**src/common/mips_isa_pkg.sv**
```systemverilog
`default_nettype none

package mips_isa_pkg;

    localparam int XLEN     = 32;
    localparam int REG_AW   = 5;
    localparam int NUM_REGS = 2 ** REG_AW;

    localparam logic [REG_AW-1:0] REG_ZERO = '0;

    // sll $0,$0,0
    localparam logic [XLEN-1:0] INST_NOP = '0;

    // primary opcodes, inst[31:26]
    localparam logic [5:0] OP_SPECIAL = 6'b000000;
    localparam logic [5:0] OP_BEQ     = 6'b000100;
    localparam logic [5:0] OP_BNE     = 6'b000101;
    localparam logic [5:0] OP_ADDIU   = 6'b001001;
    localparam logic [5:0] OP_ORI     = 6'b001101;
    localparam logic [5:0] OP_LUI     = 6'b001111;
    localparam logic [5:0] OP_LW      = 6'b100011;
    localparam logic [5:0] OP_SW      = 6'b101011;

    // SPECIAL funct field, inst[5:0]
    localparam logic [5:0] FN_ADDU = 6'b100001;
    localparam logic [5:0] FN_SUBU = 6'b100011;
    localparam logic [5:0] FN_AND  = 6'b100100;
    localparam logic [5:0] FN_OR   = 6'b100101;
    localparam logic [5:0] FN_XOR  = 6'b100110;
    localparam logic [5:0] FN_SLT  = 6'b101010;

endpackage

`default_nettype wire

```
**src/common/mips_pipe_pkg.sv**
```systemverilog
`default_nettype none

package mips_pipe_pkg;

    import mips_isa_pkg::*;

    localparam logic [XLEN-1:0] RESET_PC = 32'hbfc0_0000;

    typedef enum logic [3:0] {
        ALU_ADD,
        ALU_SUB,
        ALU_AND,
        ALU_OR,
        ALU_XOR,
        ALU_SLT,
        ALU_LUI     // passes operand b through
    } alu_op_t;

    typedef struct packed {
        logic              valid;
        logic [XLEN-1:0]   pc;
        alu_op_t           alu_op;
        logic [XLEN-1:0]   op_a;
        logic [XLEN-1:0]   op_b;
        logic [XLEN-1:0]   store_data;
        logic [REG_AW-1:0] dest;
        logic              wreg;
        logic              load;
        logic              store;
    } id_ex_t;

    typedef struct packed {
        logic              valid;
        logic [XLEN-1:0]   pc;
        logic [XLEN-1:0]   result;   // alu result or data address
        logic [XLEN-1:0]   store_data;
        logic [REG_AW-1:0] dest;
        logic              wreg;
        logic              load;
        logic              store;
    } ex_mem_t;

    typedef struct packed {
        logic              valid;
        logic [XLEN-1:0]   pc;
        logic [XLEN-1:0]   wdata;
        logic [REG_AW-1:0] dest;
        logic              wreg;
    } mem_wb_t;

    // one enable per stage register
    typedef struct packed {
        logic pc;
        logic if_id;
        logic id_ex;
        logic ex_mem;
        logic mem_wb;
    } stage_en_t;

endpackage

`default_nettype wire

```
**src/decode/decoder.sv**
```systemverilog
`timescale 1ns/10ps
`default_nettype none

module decoder (
    input  logic [mips_isa_pkg::XLEN-1:0]   pc_i,
    input  logic [mips_isa_pkg::XLEN-1:0]   inst_i,
    input  logic [mips_isa_pkg::XLEN-1:0]   rs_data_i,
    input  logic [mips_isa_pkg::XLEN-1:0]   rt_data_i,
    output logic [mips_isa_pkg::REG_AW-1:0] rs_addr_o,
    output logic [mips_isa_pkg::REG_AW-1:0] rt_addr_o,
    input  logic [mips_isa_pkg::REG_AW-1:0] ex_wd_i,
    input  logic                            ex_wreg_i,
    input  logic [mips_isa_pkg::XLEN-1:0]   ex_wdata_i,
    input  logic [mips_isa_pkg::REG_AW-1:0] mem_wd_i,
    input  logic                            mem_wreg_i,
    input  logic [mips_isa_pkg::XLEN-1:0]   mem_wdata_i,
    output mips_pipe_pkg::id_ex_t           id_ex_o,
    output logic                            branch_o,
    output logic [mips_isa_pkg::XLEN-1:0]   branch_target_o
);

    import mips_isa_pkg::*;
    import mips_pipe_pkg::*;

    logic [5:0]        op;
    logic [5:0]        funct;
    logic [REG_AW-1:0] rd;
    logic [15:0]       imm;
    logic [XLEN-1:0]   imm_sext;
    logic [XLEN-1:0]   rs_val;
    logic [XLEN-1:0]   rt_val;

    assign op        = inst_i[31:26];
    assign rs_addr_o = inst_i[25:21];
    assign rt_addr_o = inst_i[20:16];
    assign rd        = inst_i[15:11];
    assign funct     = inst_i[5:0];
    assign imm       = inst_i[15:0];
    assign imm_sext  = {{(XLEN-16){imm[15]}}, imm};

    // younger producer wins, so execute before memory
    assign rs_val = (ex_wreg_i && ex_wd_i == rs_addr_o)   ? ex_wdata_i  :
                    (mem_wreg_i && mem_wd_i == rs_addr_o) ? mem_wdata_i : rs_data_i;
    assign rt_val = (ex_wreg_i && ex_wd_i == rt_addr_o)   ? ex_wdata_i  :
                    (mem_wreg_i && mem_wd_i == rt_addr_o) ? mem_wdata_i : rt_data_i;

    // offset is relative to the delay slot
    assign branch_target_o = pc_i + XLEN'(4) + {imm_sext[XLEN-3:0], 2'b00};

    always_comb begin
        id_ex_o            = '0;
        id_ex_o.pc         = pc_i;
        id_ex_o.op_a       = rs_val;
        id_ex_o.store_data = rt_val;
        branch_o           = 1'b0;

        case (op)
            OP_SPECIAL: begin
                id_ex_o.valid = 1'b1;
                id_ex_o.wreg  = 1'b1;
                id_ex_o.dest  = rd;
                id_ex_o.op_b  = rt_val;
                case (funct)
                    FN_ADDU: id_ex_o.alu_op = ALU_ADD;
                    FN_SUBU: id_ex_o.alu_op = ALU_SUB;
                    FN_AND:  id_ex_o.alu_op = ALU_AND;
                    FN_OR:   id_ex_o.alu_op = ALU_OR;
                    FN_XOR:  id_ex_o.alu_op = ALU_XOR;
                    FN_SLT:  id_ex_o.alu_op = ALU_SLT;
                    default: begin      // unsupported, becomes a no-op
                        id_ex_o.valid = 1'b0;
                        id_ex_o.wreg  = 1'b0;
                    end
                endcase
            end
            OP_ADDIU, OP_ORI, OP_LUI, OP_LW: begin
                id_ex_o.valid  = 1'b1;
                id_ex_o.wreg   = 1'b1;
                id_ex_o.dest   = rt_addr_o;
                id_ex_o.op_b   = imm_sext;
                id_ex_o.load   = (op == OP_LW);
                id_ex_o.alu_op = ALU_ADD;
                if (op == OP_ORI) begin
                    id_ex_o.op_b   = {{(XLEN-16){1'b0}}, imm};
                    id_ex_o.alu_op = ALU_OR;
                end else if (op == OP_LUI) begin
                    id_ex_o.op_b   = {imm, 16'h0000};
                    id_ex_o.alu_op = ALU_LUI;
                end
            end
            OP_SW: begin
                id_ex_o.valid  = 1'b1;
                id_ex_o.store  = 1'b1;
                id_ex_o.op_b   = imm_sext;
                id_ex_o.alu_op = ALU_ADD;
            end
            OP_BEQ, OP_BNE: begin
                id_ex_o.valid = 1'b1;
                branch_o      = (rs_val == rt_val) ^ (op == OP_BNE);
            end
            default: ;
        endcase

        if (id_ex_o.dest == REG_ZERO) id_ex_o.wreg = 1'b0;
    end

endmodule

`default_nettype wire

```
**src/decode/regfile.sv**
```systemverilog
`timescale 1ns/10ps
`default_nettype none

module regfile (
    input  logic                            clk,
    input  logic                            rst,
    input  logic                            we_i,
    input  logic [mips_isa_pkg::REG_AW-1:0] waddr_i,
    input  logic [mips_isa_pkg::XLEN-1:0]   wdata_i,
    input  logic [mips_isa_pkg::REG_AW-1:0] raddr1_i,
    input  logic [mips_isa_pkg::REG_AW-1:0] raddr2_i,
    output logic [mips_isa_pkg::XLEN-1:0]   rdata1_o,
    output logic [mips_isa_pkg::XLEN-1:0]   rdata2_o
);

    import mips_isa_pkg::*;

    logic [XLEN-1:0] regs [NUM_REGS];

    always_ff @(posedge clk) begin
        if (we_i && waddr_i != REG_ZERO) regs[waddr_i] <= wdata_i;
    end

    // write-back value is visible to decode in the same cycle
    assign rdata1_o = (raddr1_i == REG_ZERO)            ? '0      :
                      (we_i && waddr_i == raddr1_i)     ? wdata_i : regs[raddr1_i];
    assign rdata2_o = (raddr2_i == REG_ZERO)            ? '0      :
                      (we_i && waddr_i == raddr2_i)     ? wdata_i : regs[raddr2_i];

    // decode drops writes to $0 long before they get here
    no_zero_write: assert property (@(posedge clk) disable iff (rst)
        we_i |-> waddr_i != REG_ZERO);

endmodule

`default_nettype wire

```
**src/alu_stage.sv**
```systemverilog
`timescale 1ns/10ps
`default_nettype none

module alu_stage (
    input  mips_pipe_pkg::id_ex_t           id_ex_i,
    output mips_pipe_pkg::ex_mem_t          ex_mem_o,
    output logic [mips_isa_pkg::REG_AW-1:0] ex_wd_o,
    output logic                            ex_wreg_o,
    output logic [mips_isa_pkg::XLEN-1:0]   ex_wdata_o
);

    import mips_isa_pkg::*;
    import mips_pipe_pkg::*;

    logic [XLEN-1:0] a;
    logic [XLEN-1:0] b;
    logic [XLEN-1:0] result;

    assign a = id_ex_i.op_a;
    assign b = id_ex_i.op_b;

    always_comb begin
        case (id_ex_i.alu_op)
            ALU_ADD: result = a + b;    // also lw/sw address
            ALU_SUB: result = a - b;
            ALU_AND: result = a & b;
            ALU_OR:  result = a | b;
            ALU_XOR: result = a ^ b;
            ALU_SLT: result = {{(XLEN-1){1'b0}}, $signed(a) < $signed(b)};
            ALU_LUI: result = b;
            default: result = '0;
        endcase
    end

    always_comb begin
        ex_mem_o.valid      = id_ex_i.valid;
        ex_mem_o.pc         = id_ex_i.pc;
        ex_mem_o.result     = result;
        ex_mem_o.store_data = id_ex_i.store_data;
        ex_mem_o.dest       = id_ex_i.dest;
        ex_mem_o.wreg       = id_ex_i.wreg;
        ex_mem_o.load       = id_ex_i.load;
        ex_mem_o.store      = id_ex_i.store;
    end

    // load data is not here yet, the core stalls instead
    assign ex_wd_o    = id_ex_i.dest;
    assign ex_wreg_o  = id_ex_i.valid && id_ex_i.wreg && !id_ex_i.load;
    assign ex_wdata_o = result;

endmodule

`default_nettype wire

```
**src/fetch_unit.sv**
```systemverilog
`timescale 1ns/10ps
`default_nettype none

module fetch_unit (
    input  logic                          clk,
    input  logic                          rst,
    input  logic                          en_pc_i,
    input  logic                          en_if_id_i,
    input  logic                          branch_i,
    input  logic [mips_isa_pkg::XLEN-1:0] branch_target_i,
    output logic [mips_isa_pkg::XLEN-1:0] inst_addr_o,
    input  logic [mips_isa_pkg::XLEN-1:0] inst_rdata_i,
    output logic [mips_isa_pkg::XLEN-1:0] id_pc_o,
    output logic [mips_isa_pkg::XLEN-1:0] id_inst_o
);

    import mips_isa_pkg::*;
    import mips_pipe_pkg::*;

    logic [XLEN-1:0] pc;

    assign inst_addr_o = pc;    // imem answers in the same cycle

    // branch seen in decode while the delay slot is being fetched here
    always_ff @(posedge clk) begin
        if (rst) begin
            pc <= RESET_PC;
        end else if (en_pc_i) begin
            pc <= branch_i ? branch_target_i : pc + XLEN'(4);
        end
    end

    always_ff @(posedge clk) begin
        if (rst) begin
            id_pc_o   <= '0;
            id_inst_o <= INST_NOP;
        end else if (en_if_id_i) begin
            id_pc_o   <= pc;
            id_inst_o <= inst_rdata_i;
        end
    end

endmodule

`default_nettype wire

```
**src/mem_access.sv**
```systemverilog
`timescale 1ns/10ps
`default_nettype none

module mem_access (
    input  mips_pipe_pkg::ex_mem_t          ex_mem_i,
    output logic                            data_req_o,
    output logic                            data_wr_o,
    output logic [mips_isa_pkg::XLEN-1:0]   data_addr_o,
    output logic [mips_isa_pkg::XLEN-1:0]   data_wdata_o,
    input  logic [mips_isa_pkg::XLEN-1:0]   data_rdata_i,
    input  logic                            data_data_ok_i,
    output logic                            mem_stall_o,
    output mips_pipe_pkg::mem_wb_t          mem_wb_o,
    output logic [mips_isa_pkg::REG_AW-1:0] mem_wd_o,
    output logic                            mem_wreg_o,
    output logic [mips_isa_pkg::XLEN-1:0]   mem_wdata_o
);

    import mips_isa_pkg::*;
    import mips_pipe_pkg::*;

    logic [XLEN-1:0] wdata;
    logic            wreg;

    // request is a level, held while ex_mem is frozen
    assign data_req_o   = ex_mem_i.valid && (ex_mem_i.load || ex_mem_i.store);
    assign data_wr_o    = ex_mem_i.valid && ex_mem_i.store;
    assign data_addr_o  = ex_mem_i.result;
    assign data_wdata_o = ex_mem_i.store_data;

    assign mem_stall_o = data_req_o && !data_data_ok_i;  // no stall on a zero-wait answer

    assign wdata = ex_mem_i.load ? data_rdata_i : ex_mem_i.result;
    assign wreg  = ex_mem_i.valid && ex_mem_i.wreg;

    always_comb begin
        mem_wb_o.valid = ex_mem_i.valid;
        mem_wb_o.pc    = ex_mem_i.pc;
        mem_wb_o.wdata = wdata;
        mem_wb_o.dest  = ex_mem_i.dest;
        mem_wb_o.wreg  = wreg;
    end

    // forwarded to decode; only used while not stalled
    assign mem_wd_o    = ex_mem_i.dest;
    assign mem_wreg_o  = wreg;
    assign mem_wdata_o = wdata;

endmodule

`default_nettype wire

```
**src/mips_core.sv**
```systemverilog
`timescale 1ns/10ps
`default_nettype none

module mips_core (
    input  logic                            clk,
    input  logic                            rst,
    output logic [mips_isa_pkg::XLEN-1:0]   inst_addr_o,
    input  logic [mips_isa_pkg::XLEN-1:0]   inst_rdata_i,
    output logic                            data_req_o,
    output logic                            data_wr_o,
    output logic [mips_isa_pkg::XLEN-1:0]   data_addr_o,
    output logic [mips_isa_pkg::XLEN-1:0]   data_wdata_o,
    input  logic [mips_isa_pkg::XLEN-1:0]   data_rdata_i,
    input  logic                            data_data_ok_i,
    output logic [mips_isa_pkg::XLEN-1:0]   debug_wb_pc_o,
    output logic [3:0]                      debug_wb_rf_wen_o,
    output logic [mips_isa_pkg::REG_AW-1:0] debug_wb_rf_wnum_o,
    output logic [mips_isa_pkg::XLEN-1:0]   debug_wb_rf_wdata_o
);

    import mips_isa_pkg::*;
    import mips_pipe_pkg::*;

    stage_en_t en;
    logic      bubble_id_ex;
    logic      bubble_mem_wb;
    logic      mem_stall;
    logic      load_use;

    logic [XLEN-1:0]   id_pc;
    logic [XLEN-1:0]   id_inst;
    logic              branch;
    logic [XLEN-1:0]   branch_target;
    logic [REG_AW-1:0] rs_addr;
    logic [REG_AW-1:0] rt_addr;
    logic [XLEN-1:0]   rs_data;
    logic [XLEN-1:0]   rt_data;

    logic [REG_AW-1:0] ex_wd;
    logic              ex_wreg;
    logic [XLEN-1:0]   ex_wdata;
    logic [REG_AW-1:0] mem_wd;
    logic              mem_wreg;
    logic [XLEN-1:0]   mem_wdata;

    id_ex_t  id_ex_d;
    id_ex_t  id_ex_q;
    ex_mem_t ex_mem_d;
    ex_mem_t ex_mem_q;
    mem_wb_t mem_wb_d;
    mem_wb_t mem_wb_q;

    // load in execute feeding the instruction in decode
    assign load_use = id_ex_q.valid && id_ex_q.load && id_ex_q.wreg &&
                      (id_ex_q.dest == rs_addr || id_ex_q.dest == rt_addr);

    always_comb begin
        en            = '1;
        bubble_id_ex  = 1'b0;
        bubble_mem_wb = 1'b0;
        if (mem_stall) begin
            en            = '0;
            bubble_mem_wb = 1'b1;
        end else if (load_use) begin
            en.pc        = 1'b0;
            en.if_id     = 1'b0;
            en.id_ex     = 1'b0;
            bubble_id_ex = 1'b1;
        end
    end

    fetch_unit u_fetch (
        .clk(clk), .rst(rst),
        .en_pc_i(en.pc), .en_if_id_i(en.if_id),
        .branch_i(branch && en.id_ex),  // redirect only when decode advances
        .branch_target_i(branch_target),
        .inst_addr_o(inst_addr_o), .inst_rdata_i(inst_rdata_i),
        .id_pc_o(id_pc), .id_inst_o(id_inst)
    );

    decoder u_decoder (
        .pc_i(id_pc), .inst_i(id_inst),
        .rs_data_i(rs_data), .rt_data_i(rt_data),
        .rs_addr_o(rs_addr), .rt_addr_o(rt_addr),
        .ex_wd_i(ex_wd), .ex_wreg_i(ex_wreg), .ex_wdata_i(ex_wdata),
        .mem_wd_i(mem_wd), .mem_wreg_i(mem_wreg), .mem_wdata_i(mem_wdata),
        .id_ex_o(id_ex_d), .branch_o(branch), .branch_target_o(branch_target)
    );

    regfile u_regfile (
        .clk(clk), .rst(rst),
        .we_i(mem_wb_q.wreg), .waddr_i(mem_wb_q.dest), .wdata_i(mem_wb_q.wdata),
        .raddr1_i(rs_addr), .raddr2_i(rt_addr),
        .rdata1_o(rs_data), .rdata2_o(rt_data)
    );

    pipe_reg #(.payload_t(id_ex_t)) u_id_ex (
        .clk(clk), .rst(rst), .en_i(en.id_ex), .bubble_i(bubble_id_ex),
        .d_i(id_ex_d), .q_o(id_ex_q)
    );

    alu_stage u_alu (
        .id_ex_i(id_ex_q), .ex_mem_o(ex_mem_d),
        .ex_wd_o(ex_wd), .ex_wreg_o(ex_wreg), .ex_wdata_o(ex_wdata)
    );

    pipe_reg #(.payload_t(ex_mem_t)) u_ex_mem (
        .clk(clk), .rst(rst), .en_i(en.ex_mem), .bubble_i(1'b0),
        .d_i(ex_mem_d), .q_o(ex_mem_q)
    );

    mem_access u_mem (
        .ex_mem_i(ex_mem_q),
        .data_req_o(data_req_o), .data_wr_o(data_wr_o),
        .data_addr_o(data_addr_o), .data_wdata_o(data_wdata_o),
        .data_rdata_i(data_rdata_i), .data_data_ok_i(data_data_ok_i),
        .mem_stall_o(mem_stall), .mem_wb_o(mem_wb_d),
        .mem_wd_o(mem_wd), .mem_wreg_o(mem_wreg), .mem_wdata_o(mem_wdata)
    );

    pipe_reg #(.payload_t(mem_wb_t)) u_mem_wb (
        .clk(clk), .rst(rst), .en_i(en.mem_wb), .bubble_i(bubble_mem_wb),
        .d_i(mem_wb_d), .q_o(mem_wb_q)
    );

    assign debug_wb_pc_o       = mem_wb_q.pc;
    assign debug_wb_rf_wen_o   = {4{mem_wb_q.wreg}};
    assign debug_wb_rf_wnum_o  = mem_wb_q.dest;
    assign debug_wb_rf_wdata_o = mem_wb_q.wdata;

    // a waiting request must not move, ex_mem is frozen by mem_stall
    data_req_stable: assert property (@(posedge clk) disable iff (rst)
        data_req_o && !data_data_ok_i |=>
            data_req_o && $stable(data_wr_o) && $stable(data_addr_o) && $stable(data_wdata_o));

endmodule

`default_nettype wire

```
**src/pipe_reg.sv**
```systemverilog
`timescale 1ns/10ps
`default_nettype none

module pipe_reg #(
    parameter type payload_t = mips_pipe_pkg::mem_wb_t
) (
    input  logic     clk,
    input  logic     rst,
    input  logic     en_i,
    input  logic     bubble_i,
    input  payload_t d_i,
    output payload_t q_o
);

    always_ff @(posedge clk) begin
        if (rst || bubble_i) begin
            q_o <= '0;          // valid drops with the rest
        end else if (en_i) begin
            q_o <= d_i;
        end
    end

    // hazard control either holds a stage or empties it, never both
    en_bubble_excl: assert property (@(posedge clk) disable iff (rst) !(en_i && bubble_i));

endmodule

`default_nettype wire

```
**config.mk**
```make
export PLATFORM = sky130hd
export DESIGN_NAME = mips_core
export DESIGN_NICKNAME = d
export VERILOG_FILES = /design/src/common/mips_isa_pkg.sv /design/src/common/mips_pipe_pkg.sv /design/src/decode/decoder.sv /design/src/decode/regfile.sv /design/src/alu_stage.sv /design/src/fetch_unit.sv /design/src/mem_access.sv /design/src/mips_core.sv /design/src/pipe_reg.sv
export SDC_FILE = /design/constraint.sdc
export NUM_CORES = 2
export LEC_CHECK = 0
export CAP_MARGIN = 25
export CORE_MARGIN = 1
export CORE_UTILIZATION = 30
export CTS_BUF_LIST = sky130_fd_sc_hd__clkbuf_8
export DETAILED_ROUTE_END_ITERATION = 12
export DONT_BUFFER_PORTS = 1
export HOLD_SLACK_MARGIN = 0.03
export SKIP_CTS_REPAIR_TIMING = 1
export SYNTH_ARGS = -nofsm -noshare
export SYNTH_HDL_FRONTEND = slang
export SYNTH_HIERARCHICAL = 1
export SYNTH_SLANG_ARGS = --single-unit
```
**constraint.sdc**
```tcl
create_clock -name clk -period 10.7 [get_ports clk]
set_clock_uncertainty 0.05 [all_clocks]
set_input_delay 2.14 -clock clk [delete_from_list [all_inputs] [get_ports clk]]
set_output_delay 2.14 -clock clk [all_outputs]
set_load 0.02 [all_outputs]
```
# After elaboration in Yosys (flattened, before gate mapping)
# Memory sizes are Yosys's and may differ from the RTL's. A register that Yosys moved wholly into a read port is not among the register bits.
# Cells that the tools add are included.
classes:
  addsub: 5
  order_cmp: 1
  eq_ne: 26
  mux: 37
  bitwise: 4
  reduce_logical: 33
ops:
  columns: ["operator", "count"]
  rows:
  - ["32-bit two-way mux", 11]
  - ["32-bit case mux with 7 select lines", 1]
  - ["32-bit case mux with 3 select lines", 1]
  - ["32-bit by 3-bit adder with 32-bit output, second input constant", 2]
  - ["32-bit adder", 2]
  - ["6-bit equality test, second input constant", 8]
  - ["32-bit AND", 1]
  - ["32-bit equality test", 1]
  - ["32-bit less-than comparator", 1]
  - ["32-bit bitwise OR", 1]
  - ["32-bit subtractor", 1]
  - ["32-bit XOR", 1]
  - ["31-bit two-way mux", 1]
  - ["5-bit equality test", 6]
  - ["5-bit two-way mux", 4]
  - ["6-bit by 4-bit equality test with 1-bit output, second input constant", 3]
  - ["1-bit logical AND", 17]
  - ["5-bit logical NOT", 3]
  - ["3-bit case mux with 5 select lines", 1]
  - ["4-bit by 3-bit equality test with 1-bit output, second input constant", 3]
  - ["6-bit by 3-bit equality test with 1-bit output, second input constant", 2]
  - ["3-bit two-way mux", 4]
  - ["6-bit case mux with 2 select lines", 1]
  - ["1-bit two-way mux", 10]
  - ["15 further kinds", 20]
totals:
  register_bits: 412
  ramBits: 1024
  in_bits: 67
  out_inout_bits: 171
  memories: 1
mem_list:
  columns: ["name", "depth", "word_bits", "read_ports", "rd_ports_with_merged_regs", "write_ports", "line", "source"]
  rows:
  - ["u_regfile.regs", 32, 32, 2, 2, 1, "regfile.sv:18", "logic [XLEN-1:0] regs [NUM_REGS];"]

# Longest topological paths before layout
depth:
  depth_word: 11
  depth_mapped: 28

# Modules after synthesis
# Netlist, hierarchy kept.
modules_own_cells:
  columns: ["mod", "instances", "cells_per_inst", "area_each_um2"]
  rows:
  - ["regfile", 1, 2520, 47869.7]
  - ["alu_stage", 1, 881, 5930.7]
  - ["decoder", 1, 796, 5220.0]
  - ["pipe_reg at u_id_ex", 1, 456, 5054.8]
  - ["fetch_unit", 1, 490, 4375.4]
  - ["pipe_reg at u_ex_mem", 1, 340, 3742.3]
  - ["pipe_reg at u_mem_wb", 1, 230, 2581.2]
  - ["mem_access", 1, 180, 1621.6]
  - ["mips_core", 1, 23, 172.7]

# Least setup slack after synthesis
# Ideal clock, no wire load.
synth_path:
  path_type: "reg2reg"
  startpoint: "reg u_id_ex/q_o[47] (netlist name)"
  endpoint: "reg u_fetch.pc[4], in the netlist u_fetch/inst_addr_o[4]"
  arrival_time_ns: 5.515
  slack_ns: 5.007
  stages_incl_launch_ff: 28
  n_path_buf: 4
  period_less_slack_ns: 5.693
  path_cell_list: "dfxtp_1 > inv_1 > ha_1 > buf_6 > or4_4 > nor2_1 > a311oi_2 > nor3_2 > nor4_4 > o31ai_4 > o221ai_2 > xnor2_1 > a221o_1 > buf_4 > nor3_1 > a31oi_1 > xor2_1 > nor4_1 > nand4_1 > or3_1 > a21oi_1 > nor3b_1 > buf_2 > buf_1 > nor2_1 > a22o_1 > a22oi_1 > nor2_1"
synth_lines:
  columns: ["item", "line", "source"]
  rows:
  - ["start, declared", "pipe_reg.sv:12", "output payload_t q_o"]
  - ["start signal, assigned", "pipe_reg.sv:19", "q_o <= d_i;"]
  - ["end signal, assigned", "fetch_unit.sv:29", "pc <= branch_i ? branch_target_i : pc + XLEN'(4);"]
  - ["end, declared", "fetch_unit.sv:20", "logic [XLEN-1:0] pc;"]

==> impl_results.md <==
* Grt ovf at 0
* PortBufs at 0
* Utilization after layout at 32.6%
* Gr busiest metal: met2
* Slew at the pin closest to its max-slew limit at between 1 and 1.5 ns
* Worst r2r src: u_fetch/id_inst_o[23]
* Class of the worst hold path: flip-flop to flip-flop
* Root buf cell: clkbuf_8
* Die area at ~260000 um2
* Worst Setup End Kind: flip-flop
* Cells along the critical path: nor2_1 -> nand2_1 -> o211a_1 -> buf_16 -> a22oi_1 -> o21ai_0 -> o21ai_0 -> a31oi_1 -> xor2_1 -> nor4_2 -> nand4_1 -> or3_1 -> a21oi_1 -> nor3b_2 -> clkinv_1 -> nand3_1 -> o32ai_1 -> a211oi_1
* Max cap viols at 0
* Final ANT Viol Nets at 0
* Max Slew Vio Count at 0
* First-pass GRT wire length at between 300000 and 400000 um
* Final period demand of the worst path at 8.31 ns
* Startpoint Class: flip-flop
* WS Path Type: flip-flop to flip-flop
* H-tree Lvls at 4
* Most frequent CP cell: o21ai_0
* CTS tree: yes
* Crit path from: u_fetch/id_inst_o[23]
* Warnings from Yosys at 6
* Fin nets at 5841
* Placeable core area at 254000 um2
* Die X at around 510 um
* Gpl congestion at roughly 0.92
* WHS at ~0.43 ns
* Setup TNS at 0 ns
* Leak pwr at 29.4 nW
* Setup-failing EPs final at 0
* Vias at 53551
* Via/cell ratio at roughly 5.8
* Register area at 39100 um2
* Met1 usage at a little over a quarter
* Worst path slowest cell: nand2_1
* DRT Pass-1 Iters at 10
* Status: complete, but fails checks
* Vias in the first global route at between 50000 and 60000
* Worst Path Required at 11.53 ns
* Rows at 185
* DR DRC count at 2
* RSZ-0062 raised after global routing: no
* Critical path arrival at between 9 and 10 ns
* # fillers at 24900
* PD cells at ~150 nW/um2
* I/O Pins at between 200 and 250
* Final hold vios at 0
* Detail Placement HPWL at roughly 180000 um
* CTS buffer count at around 230
* F_max at 0.120 GHz
* Clk buf depth at 3
* CTS sink count at around 1400
* DRT Wirelength at about 280000 um
* Initial core utilization at 30.1%
* Syn_area_per_cell at roughly 13 um2
* VDD IR max at around 0.00014 V
* Failing checks: DRC
* Hold Path Origin: u_fetch/id_pc_o[1]
* CTS clk-pin slew, worst paths at 0.07 ns
* Synthesized cell area at about 77000 um2
* DR WL/cell at 30.2 um
* 1st-iter DRT viols at 7068
* Clock Latency Late Sink at 1.05 ns
* Crit path max fanout at 20
* Max incr delay on CP at approximately 0.94 ns
* Layout cells sized above 1 at approximately 19%
* Fin crit share at between 70 and 80%
* Worst rel slew slack at ~16%
* Initial antenna violation count at 19
* Met3 GRT Util at a little under 5%
* Area grow syn2layout at 8.18%
* Synth Instances at 5912
* Multi-input logic area at ~33000 um2
* Die Y at around 500 um
* Largest net degree at the start of global routing at between 100 and 150
* GR Util met2 at roughly a third
* GRT Overall Usage at a little over a fifth
==> sequential cells by signal, indices dropped and copies added, names as in the netlist <==
| name | flops |
|---|---|
| u_fetch/inst_addr_o | 32 |
| u_mem_wb/q_o | 70 |
| u_ex_mem/q_o | 105 |
| u_regfile/regs | 1024 |
| u_fetch/id_pc_o | 32 |
| u_fetch/id_inst_o | 32 |
| u_id_ex/q_o | 141 |
==> layout make-up <==
| type | instances | area share, % |
|---|---|---|
| inverters | 121 | 0.558 |
| multi-input cells | 3656 | 39.6 |
| clock inverters | 176 | 1.63 |
| well taps | 3366 | 5.09 |
| diodes | 8 | 0.0242 |
| clock buffers | 251 | 4.17 |
| repair buffers | 167 | 1.76 |
| flip-flops and latches | 1436 | 47.2 |
==> per-layer routing <==
layer | up-vias | wire length [um]
met5 | - | 394
met3 | 734 | 28900
met1 | 27392 | 106000
met2 | 3433 | 126000
met4 | 16 | 16200
li1 | 21976 | -
==> cells in the final DEF (no fill, tap or decap), drive strengths merged, types with 13 or more instances in the layout <==
cell type,instances
a2111oi,31
a211oi,40
a21o,42
a21oi,169
a221oi,49
a22o,71
a22oi,108
a31oi,86
and2,13
buf,167
bufinv,16
clkbuf,251
clkinv,95
conb,34
dfxtp,412
edfxtp,1024
ha,163
inv,185
mux2,64
mux2i,598
mux4,417
nand2,186
nand2b,20
nand3,54
nand4,40
nor2,578
nor2b,33
nor3,106
nor4,27
o211ai,39
o21ai,193
o21bai,19
o221ai,37
o22ai,53
o31ai,23
or2,13
or3,83
xnor2,65
xor2,42
==> power by group <==
group	internal [mW]	switching, mW
combinational	0.499	0.914
clock	2.58	2.40
sequential	5.96	0.129
==> path summary, 6_finish.rpt <==
| check | slack [ns] | endpoint | cells after the start |
|---|---|---|---|
| max | 2.39 | u_fetch/inst_addr_o[22] | 18 |
| min | 0.43 | u_fetch/inst_addr_o[1] | 2 |
| max reg2reg | 2.39 | u_fetch/inst_addr_o[22] | 18 |
| min reg2reg | 0.43 | u_fetch/inst_addr_o[1] | 2 |
==> critical path: cells and delay by family (launching register included) <==
family                    cells  cell delay, ns
and+or+nand+nor               7            3.61
AOI/OAI and AO/OA             8            2.74
buffers and inverters         2            1.03
DFF                           1            0.48
xor gates and xnor gates      1            0.21
==> through the flow <==
| step | std cells | worst slack, ns | power (mW) | instance area, um2 |
|---|---|---|---|---|
| 6_report | 9181 | 2.39 | 12.5 | 82800 |
| 5_1_grt | 9175 | 1.99 | 12.9 | 82800 |
| 4_1_cts | 9173 | 2.64 | 12.5 | 82800 |
| 3_5_place_dp | 8746 | 2.68 | 7.57 | 78000 |
| 3_3_place_gp | 8737 | 2.16 | 7.56 | 77800 |
| 2_1_floorplan | 5943 | 5.01 | 7.13 | 76600 |
(Power assumes the default switching activity.)
